### config.mk
export PLATFORM = sky130hd
export DESIGN_NAME = pad_top
export DESIGN_NICKNAME = d
export VERILOG_FILES = /design/src/hdl/pad_pkg.sv /design/src/hdl/autofire.sv /design/src/hdl/hotkey_reset.sv /design/src/hdl/joypad_port_decoder.sv /design/src/hdl/pad_top.sv /design/src/hdl/player_channel.sv
export SDC_FILE = /design/constraint.sdc
export NUM_CORES = 1
export LEC_CHECK = 0
export BUFFER_PORTS_ARGS = -buffer_cell sky130_fd_sc_hd__buf_2
export CAP_MARGIN = 20
export CORE_MARGIN = 2
export CORE_UTILIZATION = 49
export CTS_CLUSTER_SIZE = 14
export DETAILED_ROUTE_END_ITERATION = 10
export GPL_ROUTABILITY_DRIVEN = 0
export PLACE_DENSITY = 0.75
export SETUP_SLACK_MARGIN = 0.1
export SYNTH_ARGS = -nofsm -noshare
export SYNTH_HDL_FRONTEND = slang
export SYNTH_SLANG_ARGS = --single-unit
### constraint.sdc
create_clock -name clk -period 1.6 [get_ports clk]
set_clock_uncertainty 0.15 [all_clocks]
set_input_delay 0.24 -clock clk [delete_from_list [all_inputs] [get_ports clk]]
set_output_delay 0.24 -clock clk [all_outputs]
set_load 0.05 [all_outputs]
### src/hdl/pad_pkg.sv
/*
 * controller path shared definitions
 * console button bit order, gamepad bit positions, autofire and
 * startup hold timing, and the autofire state encoding
 */

package pad_pkg;

    ////////////////////////////////////////////////////////////
    // port counts and widths
    ////////////////////////////////////////////////////////////
    localparam int NUM_PLAYERS = 2;    // console ports
    localparam int BTN_W       = 8;    // one console button byte

    // console byte order, shifted out lsb first
    localparam int BTN_A      = 0;
    localparam int BTN_B      = 1;
    localparam int BTN_SELECT = 2;
    localparam int BTN_START  = 3;
    localparam int BTN_UP     = 4;
    localparam int BTN_DOWN   = 5;
    localparam int BTN_LEFT   = 6;
    localparam int BTN_RIGHT  = 7;

    // gamepad byte 0, active low
    localparam int DS_SELECT = 0;
    localparam int DS_START  = 3;
    localparam int DS_UP     = 4;
    localparam int DS_RIGHT  = 5;
    localparam int DS_DOWN   = 6;
    localparam int DS_LEFT   = 7;

    // gamepad byte 1, active low
    localparam int DS_TRIANGLE = 4;
    localparam int DS_CIRCLE   = 5;
    localparam int DS_CROSS    = 6;
    localparam int DS_SQUARE   = 7;

    ////////////////////////////////////////////////////////////
    // timing
    ////////////////////////////////////////////////////////////
    localparam int AUTOFIRE_HALF = 4;      // cycles per on or off phase
    localparam int AF_CNT_W      = $clog2(AUTOFIRE_HALF);
    localparam logic [AF_CNT_W-1:0] AF_RELOAD = AF_CNT_W'(AUTOFIRE_HALF - 1);

    localparam int STARTUP_HOLD = 255;     // console reset after power up
    localparam int HOLD_CNT_W   = $clog2(STARTUP_HOLD + 1);
    localparam logic [HOLD_CNT_W-1:0] HOLD_INIT = HOLD_CNT_W'(STARTUP_HOLD);

    typedef enum logic [1:0] {
        AF_IDLE,    // button released
        AF_ON,
        AF_OFF
    } af_state_t;

endpackage

### src/hdl/autofire.sv
/*
 * autofire
 * while the button is held, the output toggles on and off
 * every AUTOFIRE_HALF cycles, starting with an on phase
 */

`timescale 1ns/100ps

module autofire (
    input  logic clk,
    input  logic i_sys_resetn,
    input  logic i_btn,        // raw press, active high
    output logic o_fire
);

    pad_pkg::af_state_t              state;
    logic [pad_pkg::AF_CNT_W-1:0]    half_cnt;    // cycles left in phase

    ////////////////////////////////////////////////////////////
    // phase FSM
    ////////////////////////////////////////////////////////////
    always_ff @(posedge clk) begin
        if (!i_sys_resetn) begin
            state    <= pad_pkg::AF_IDLE;
            half_cnt <= '0;
            o_fire   <= 1'b0;
        end else if (!i_btn) begin
            state    <= pad_pkg::AF_IDLE;      // release drops out at once
            half_cnt <= '0;
            o_fire   <= 1'b0;
        end else begin
            o_fire <= (state == pad_pkg::AF_ON);   // output trails the state
            case (state)
                pad_pkg::AF_IDLE: begin
                    state    <= pad_pkg::AF_ON;
                    half_cnt <= pad_pkg::AF_RELOAD;
                end
                pad_pkg::AF_ON: begin
                    if (half_cnt == '0) begin
                        state    <= pad_pkg::AF_OFF;
                        half_cnt <= pad_pkg::AF_RELOAD;
                    end else begin
                        half_cnt <= half_cnt - 1'b1;
                    end
                end
                pad_pkg::AF_OFF: begin
                    if (half_cnt == '0) begin
                        state    <= pad_pkg::AF_ON;
                        half_cnt <= pad_pkg::AF_RELOAD;
                    end else begin
                        half_cnt <= half_cnt - 1'b1;
                    end
                end
                default: begin
                    state    <= pad_pkg::AF_IDLE;
                    half_cnt <= '0;
                end
            endcase
        end
    end

    // idle never fires on the following cycle
    a_idle_quiet: assert property (
        @(posedge clk) disable iff (!i_sys_resetn)
        (state == pad_pkg::AF_IDLE) |=> !o_fire
    );

endmodule

### src/hdl/hotkey_reset.sv
/*
 * console reset control
 * holds the console in reset for STARTUP_HOLD cycles after system
 * reset, then resets it while player 1 holds Select and Down
 */

`timescale 1ns/100ps

module hotkey_reset (
    input  logic                        clk,
    input  logic                        i_sys_resetn,
    input  logic [pad_pkg::BTN_W-1:0]   i_buttons,     // player 1 merged byte
    output logic                        o_nes_reset
);

    logic [pad_pkg::HOLD_CNT_W-1:0]  hold_cnt;
    logic                            combo;

    // select + down is the home hotkey
    assign combo = i_buttons[pad_pkg::BTN_SELECT] & i_buttons[pad_pkg::BTN_DOWN];

    ////////////////////////////////////////////////////////////
    // startup hold and hotkey
    ////////////////////////////////////////////////////////////
    always_ff @(posedge clk) begin
        if (!i_sys_resetn) begin
            hold_cnt    <= pad_pkg::HOLD_INIT;
            o_nes_reset <= 1'b1;
        end else if (hold_cnt != '0) begin
            hold_cnt    <= hold_cnt - 1'b1;
            o_nes_reset <= 1'b1;               // still in startup hold
        end else begin
            o_nes_reset <= combo;              // one cycle behind the buttons
        end
    end

    // console stays in reset for the whole hold
    a_hold_reset: assert property (
        @(posedge clk) disable iff (!i_sys_resetn)
        (hold_cnt != '0) |-> o_nes_reset
    );

endmodule

### src/hdl/joypad_port_decoder.sv
/*
 * console joypad port decoder
 * samples the console strobe and per-port clocks, gives the latch
 * level and one-cycle shift pulses on each falling port clock
 */

`timescale 1ns/100ps

module joypad_port_decoder (
    input  logic                             clk,
    input  logic                             i_sys_resetn,
    input  logic                             i_joypad_strobe,
    input  logic [pad_pkg::NUM_PLAYERS-1:0]  i_joypad_clk,
    output logic                             o_load,
    output logic [pad_pkg::NUM_PLAYERS-1:0]  o_shift
);

    logic [pad_pkg::NUM_PLAYERS-1:0] clk_q;    // last sampled port clocks

    ////////////////////////////////////////////////////////////
    // strobe and clock sampling
    ////////////////////////////////////////////////////////////
    always_ff @(posedge clk) begin
        if (!i_sys_resetn) begin
            o_load  <= 1'b0;
            clk_q   <= '0;     // no edge right out of reset
            o_shift <= '0;
        end else begin
            o_load  <= i_joypad_strobe;
            clk_q   <= i_joypad_clk;
            o_shift <= clk_q & ~i_joypad_clk;  // falling edge per port
        end
    end

    ////////////////////////////////////////////////////////////
    // checks
    ////////////////////////////////////////////////////////////
    genvar p;
    generate
        for (p = 0; p < pad_pkg::NUM_PLAYERS; p++) begin : g_chk
            // a port clock must rise again before the next shift
            a_shift_single: assert property (
                @(posedge clk) disable iff (!i_sys_resetn)
                o_shift[p] |=> !o_shift[p]
            );
        end
    endgenerate

endmodule

### src/hdl/pad_top.sv
/*
 * console controller path top level
 * port decoder, one channel per player and the console reset block
 */

`timescale 1ns/100ps

module pad_top (
    input  logic                                                clk,
    input  logic                                                sys_resetn,
    input  logic                                                i_joypad_strobe,
    input  logic [pad_pkg::NUM_PLAYERS-1:0]                     i_joypad_clk,
    input  logic [pad_pkg::NUM_PLAYERS-1:0][pad_pkg::BTN_W-1:0] i_ds_byte0,
    input  logic [pad_pkg::NUM_PLAYERS-1:0][pad_pkg::BTN_W-1:0] i_ds_byte1,
    input  logic [pad_pkg::NUM_PLAYERS-1:0][pad_pkg::BTN_W-1:0] i_pad_btn,
    output logic [pad_pkg::NUM_PLAYERS-1:0]                     o_joypad_data,
    output logic                                                o_nes_reset
);

    logic                                                load;
    logic [pad_pkg::NUM_PLAYERS-1:0]                     shift;
    logic [pad_pkg::NUM_PLAYERS-1:0][pad_pkg::BTN_W-1:0] buttons;

    ////////////////////////////////////////////////////////////
    // console port decode
    ////////////////////////////////////////////////////////////
    joypad_port_decoder u_decoder (
        .clk             (clk),
        .i_sys_resetn    (sys_resetn),
        .i_joypad_strobe (i_joypad_strobe),
        .i_joypad_clk    (i_joypad_clk),
        .o_load          (load),
        .o_shift         (shift)
    );

    ////////////////////////////////////////////////////////////
    // player channels
    ////////////////////////////////////////////////////////////
    genvar p;
    generate
        for (p = 0; p < pad_pkg::NUM_PLAYERS; p++) begin : g_player
            player_channel u_channel (
                .clk          (clk),
                .i_sys_resetn (sys_resetn),
                .i_load       (load),          // shared latch
                .i_shift      (shift[p]),
                .i_ds_byte0   (i_ds_byte0[p]),
                .i_ds_byte1   (i_ds_byte1[p]),
                .i_pad_btn    (i_pad_btn[p]),
                .o_buttons    (buttons[p]),
                .o_data       (o_joypad_data[p])
            );
        end
    endgenerate

    // hotkey only on player 1
    hotkey_reset u_hotkey (
        .clk          (clk),
        .i_sys_resetn (sys_resetn),
        .i_buttons    (buttons[0]),
        .o_nes_reset  (o_nes_reset)
    );

endmodule

### src/hdl/player_channel.sv
/*
 * one player channel
 * maps the gamepad bytes to the console button byte, adds autofire
 * on A and B, merges the serial pad, and serializes to the console
 */

`timescale 1ns/100ps

module player_channel (
    input  logic                        clk,
    input  logic                        i_sys_resetn,
    input  logic                        i_load,        // console latch level
    input  logic                        i_shift,       // one pulse per bit
    input  logic [pad_pkg::BTN_W-1:0]   i_ds_byte0,    // active low
    input  logic [pad_pkg::BTN_W-1:0]   i_ds_byte1,    // active low
    input  logic [pad_pkg::BTN_W-1:0]   i_pad_btn,     // active high
    output logic [pad_pkg::BTN_W-1:0]   o_buttons,
    output logic                        o_data
);

    logic                        auto_square;      // turbo B
    logic                        auto_triangle;    // turbo A
    logic [pad_pkg::BTN_W-1:0]   ds_btn;
    logic [pad_pkg::BTN_W-1:0]   shreg;

    ////////////////////////////////////////////////////////////
    // turbo buttons
    ////////////////////////////////////////////////////////////
    autofire u_af_square (
        .clk          (clk),
        .i_sys_resetn (i_sys_resetn),
        .i_btn        (~i_ds_byte1[pad_pkg::DS_SQUARE]),
        .o_fire       (auto_square)
    );

    autofire u_af_triangle (
        .clk          (clk),
        .i_sys_resetn (i_sys_resetn),
        .i_btn        (~i_ds_byte1[pad_pkg::DS_TRIANGLE]),
        .o_fire       (auto_triangle)
    );

    ////////////////////////////////////////////////////////////
    // button mapping
    ////////////////////////////////////////////////////////////
    assign ds_btn[pad_pkg::BTN_RIGHT]  = ~i_ds_byte0[pad_pkg::DS_RIGHT];
    assign ds_btn[pad_pkg::BTN_LEFT]   = ~i_ds_byte0[pad_pkg::DS_LEFT];
    assign ds_btn[pad_pkg::BTN_DOWN]   = ~i_ds_byte0[pad_pkg::DS_DOWN];
    assign ds_btn[pad_pkg::BTN_UP]     = ~i_ds_byte0[pad_pkg::DS_UP];
    assign ds_btn[pad_pkg::BTN_START]  = ~i_ds_byte0[pad_pkg::DS_START];
    assign ds_btn[pad_pkg::BTN_SELECT] = ~i_ds_byte0[pad_pkg::DS_SELECT];

    // cross is B, circle is A
    assign ds_btn[pad_pkg::BTN_B] = ~i_ds_byte1[pad_pkg::DS_CROSS] | auto_square;
    assign ds_btn[pad_pkg::BTN_A] = ~i_ds_byte1[pad_pkg::DS_CIRCLE] | auto_triangle;

    assign o_buttons = ds_btn | i_pad_btn;     // serial pad merged in

    ////////////////////////////////////////////////////////////
    // console shift register
    ////////////////////////////////////////////////////////////
    always_ff @(posedge clk) begin
        if (!i_sys_resetn) begin
            shreg <= '1;                       // idle line reads 1
        end else if (i_load) begin
            shreg <= o_buttons;                // latch wins over shift
        end else if (i_shift) begin
            shreg <= {1'b1, shreg[pad_pkg::BTN_W-1:1]};   // ones fill in
        end
    end

    assign o_data = shreg[0];

    // after a latch the console sees A first
    a_load_a_first: assert property (
        @(posedge clk) disable iff (!i_sys_resetn)
        i_load |=> (o_data == $past(o_buttons[pad_pkg::BTN_A]))
    );

endmodule

Word level (Yosys, flattened, before mapping)
Index checks and enable logic that the tools add are counted.
- register bits after elaboration: 50
- output and inout port bits: 3
- logic and storage cells: 114
- add/sub/neg operators: 5
- eq/ne operators: 16
- mux-type cells: 24
- bitwise operators: 26
- reduce and logical (&&, ||, !) cells: 24
- operator list (cell ; count):
    2-to-1 mux 8 bit ; 4
    2-to-1 mux 2 bit ; 12
    one-hot mux 2 bit (3 select lines) ; 4
    OR reduction 2 bit ; 9
    inverter 1 bit ; 17
    zero test 2 bit ; 8
    bitwise OR 8 bit ; 2
    one-hot mux 2 bit (2 select lines) ; 4
    == test 2 x 1 -> 1 bit (second input constant) ; 4
    == test 2 bit (second input constant) ; 4
    inequality test 2 x 1 -> 1 bit (second input constant) ; 4
    inequality test 2 bit (second input constant) ; 4
    AND reduction 2 bit ; 4
    nonzero test 8 bit ; 1
    subtractor 2 x 1 -> 2 bit (second input constant) ; 4
    subtractor 8 x 1 -> 8 bit (second input constant) ; 1
    bitwise OR 1 bit ; 4
    nonzero test 2 bit ; 2
    AND 2 bit ; 1
    inverter 2 bit ; 1
    AND 1 bit ; 1

Depth between registers and ports, before layout
- word-level depth: 4
- mapped depth: 5

Modules after synthesis
A second synthesis with hierarchy kept.
- cells, all modules: 256
- area total of the unflattened synthesis: 2456.1 µm²
- by module, submodules not included (module ; instances ; cells an instance ; area an instance (µm²)):
    autofire ; 4 ; 31 ; 276.5
    player_channel ; 2 ; 39 ; 399.1
    hotkey_reset ; 1 ; 44 ; 411.6
    joypad_port_decoder ; 1 ; 10 ; 140.1

Worst setup path before layout
Ideal clock, no wire load.
- path type: reg2reg
- start point: reg u_hotkey.hold_cnt[2] in the netlist's numbering
- end point: reg u_hotkey.hold_cnt[0] in the netlist's numbering
- data arrival time: 1.437 ns
- data required time: 1.329 ns
- slack: -0.108 ns
- stages on the path, launching flop included: 4
- buffers on the path: 0
- period minus slack after synthesis: 1.708 ns
- cell sequence: dfxtp_1 -> or4_4 -> and2b_2 -> mux2_2
- word-level cells in the longest chain between the ends: 1
- RTL lines (what ; RTL line ; text):
    from (decl) ; hotkey_reset.sv:16 ; logic [pad_pkg::HOLD_CNT_W-1:0] hold_cnt;
    from (signal assigned) ; hotkey_reset.sv:27 ; hold_cnt <= pad_pkg::HOLD_INIT;
    from (signal assigned) ; hotkey_reset.sv:30 ; hold_cnt <= hold_cnt - 1'b1;
    nonzero test 8 bit ; hotkey_reset.sv:29 ; end else if (hold_cnt != '0) begin
Every way passes these cells.
A chain may end at the register's enable or synchronous reset.

Worst setup path in the final report
- start point: reg u_hotkey.hold_cnt[3] in the netlist's numbering
- end point: reg u_hotkey.hold_cnt[0] in the netlist's numbering
Same word-level chain as after synthesis.

==> results.cfg <==
[power]
p_sw_frac = 0.254
ir_drop_mv = 0.554
clockPowerShare = 0.303
combPwrFrac = 0.156
power.switching_uw = 628
power_density_mw_per_mm2 = 769
intPower_uw = 1850
leakagePower_uw = 0.00136
p_seq_frac = 0.541
power.total_uw = 2470

[final_layout]
syn_to_final_growth_pct = 26.8
final_area_mm2 = 0.00322
drive_above_1_share = 0.319
final_core_util = 0.638
antenna_cells = 0
layout_commonest_cell = buf_2
fill_cells = 443
final_cell_mix = buf_2 (43), dfxtp_1 (42), inv_1 (27)
nNetsFinal = 424

[routing]
drtPass1Iterations = 4
drt_iter0_drc = 112
wire_per_inst_um = 12.0
via_per_inst = 5.03
vias = 2087
antenna_left = 0
drc = 0
routed_wl_um = 4990

[timing]
period_share = 1.07
finalSetupTns_ns = -0.534
slew_viol_final = 0
setup_viol = 7
relSlewSlack = 0.753
tightestPinTransition_ns = 0.365
setup_ws_ns = -0.105
fmax_mhz = 586
grt_setup_unrepaired = true
hold_viol = 0
fin_crit_ns = 1.71

[die]
die_w_um = 75.9
start_util = 0.503
dieHeight_um = 75.9
fp.dieArea_mm2 = 0.00577
io_pins = 56
rows = 26
core_mm2 = 0.00504

[global_route]
grt_pass1_wl_um = 8910
grt_max_degree = 33
track_usage = 0.185
grt_pass1_vias = 2083
gr-total-overflow = 0
grt_antenna_before_repair = 0

[critical_path]
cp-start-kind = flip-flop
path_max_fanout = 4
crit_family = simple AND/OR/NAND/NOR gates
cp_slowest_cell = or4_4
cp.required_ns = 1.65
crit_chain = or4_4, and2b_2, mux2_4
r2r_slack_ns = -0.11
critPathBufInv = 0
setup.worst_path.end_class = flip-flop
crit_type = flip-flop to flip-flop
cp_data_arrival_time_ns = 1.75
cpPeakStageDelay_ns = 0.53

[worst_hold_path]
worst_hold_path_type = input port to flip-flop

[yosys]
ys_seq_area_frac = 0.395
syn_area_per_cell_um2 = 9.09
ys_warn_count = 0
ys_types = 39
synthArstFlopShare = 0
syn-num-nets = 359
syn-cell-area_mm2 = 0.00254
synth_seq_cells = 50
synth_edf_count = 0
synthFlopType = dfxtp_1
postSynthCellCount = 279

[clock_tree]
clkLatencyLatePin_ns = 0.30
path_clk_slew_ns = 0.09
htreeDepth = 2
clock_tree.buffer_depth = 2
cts_buffers = 5
cts_tree = built
cts.sinks = 50
clockRootBuffer = clkbuf_8

[place]
place_area_mm2 = 0.00296
dp_hpwl_um = 3510
io_buffers = 43

[status]
violations = setup timing
status = complete, but fails checks

[job]
maxCapViolCount = 0
[layer usage]
layer  share of wire  global-route usage  routed length (µm)  vias up
li1                -                   -                   -     1086
met1            0.44               0.220                2190      943
met2            0.50               0.328                2500       47
met3           0.043              0.0417                 213       11
met4           0.017              0.0673                  87        0
met5               0                   0                   0        -
[cells in the mapped netlist, drive strengths merged, types with 2 or more instances]
cell,number,area share
nor2,5,0.0074
buf,4,0.0094
clkbuf,7,0.010
ha,27,0.13
nor4bb,4,0.016
and3b,3,0.010
or4,5,0.016
o21ai,22,0.043
a21oi,12,0.024
nand3,6,0.012
and2,6,0.015
mux2,12,0.053
nor2b,9,0.022
nor3,11,0.022
o2111ai,4,0.014
inv,31,0.046
dfxtp,50,0.39
nand2,18,0.027
nand4,2,0.0049
xnor2,2,0.0069
or3b,2,0.0069
a211oi,7,0.021
nand2b,8,0.020
nand3b,10,0.030
[kinds of logic after synthesis]
kind of cell / Yosys count / synth area share
AOI/OAI and AO/OA: 53 / 0.125
xor gates and xnor gates: 2 / 0.00691
adders and majority gates: 27 / 0.133
buffers and inverters: 42 / 0.0656
DFF: 50 / 0.395
muxes: 13 / 0.0572
and+or+nand+nor: 92 / 0.217
[flip-flops by register name, summed over array words and instances, names as in the netlist]
register,flops
g_player.u_channel.u_af_square.half_cnt,4
g_player.u_channel.u_af_square.state,4
u_hotkey.o_nes_reset,1
u_hotkey.hold_cnt,8
u_decoder.o_load,1
g_player.u_channel.u_af_triangle.state,4
g_player.u_channel.u_af_square.o_fire,2
g_player.u_channel.u_af_triangle.o_fire,2
g_player.u_channel.u_af_triangle.half_cnt,4
g_player.u_channel.shreg,16
u_decoder.o_shift,2
u_decoder.clk_q,2
[power groups by stage]
stage,clock [µW],combinational (µW),sequential [µW]
global route,822,437,1350
global placement,0,338,1370
floorplan,0,239,1360
detailed placement,0,349,1370
CTS,776,367,1340
finish,749,386,1340
[worst reg2reg max path, delay by kind of cell (launching register included)]
family / cells / cell delay, ns
simple gates: 2 / 0.82
flops: 1 / 0.33
mux: 1 / 0.30
[repair_timing]
action / in CTS / in global routing
setup endpoints to repair: 12 / 12
pin swaps: 6 / 9
hold buffers: 2 / 0
buffers inserted: 7 / 5
resized for setup: 9 / 12
hold endpoints to repair: 2 / 0
[per-stage QoR]
stage / instances / hold slack, ns / setup slack, ns
after detailed placement: 394 / 0.266 / -0.115
final: 415 / 0.00991 / -0.105
after CTS: 411 / 0.00385 / -0.103
after global routing: 415 / 0.0256 / -0.160
after floorplan: 279 / 0.162 / -0.0732
after global placement: 394 / 0.256 / -0.0952
[path summary, 6_finish.rpt]
| kind | cells after the start | start | endpoint |
|---|---|---|---|
| min reg2reg | 2 | u_decoder.clk_q[1]$_SDFF_PN0_ | u_decoder.o_shift[1]$_SDFF_PN0_ |
| min | 2 | i_joypad_clk[0] | u_decoder.clk_q[0]$_SDFF_PN0_ |
| max reg2reg | 3 | u_hotkey.hold_cnt[3]$_SDFFE_PN1P_ | u_hotkey.hold_cnt[0]$_SDFFE_PN1P_ |
| max | 3 | u_hotkey.hold_cnt[3]$_SDFFE_PN1P_ | u_hotkey.hold_cnt[0]$_SDFFE_PN1P_ |
[cell type report]
class | count | area, µm² | area share
Sequential cell | 50 | 1020 | 0.317
Multi-Input combinational cell | 187 | 1460 | 0.452
Timing Repair Buffer | 69 | 435 | 0.135
Tap cell | 70 | 87.6 | 0.0272
Clock buffer | 7 | 86.3 | 0.0268
Inverter | 31 | 126 | 0.0393
Clock inverter | 1 | 5.00 | 0.00156
(Power assumes the default switching activity.)
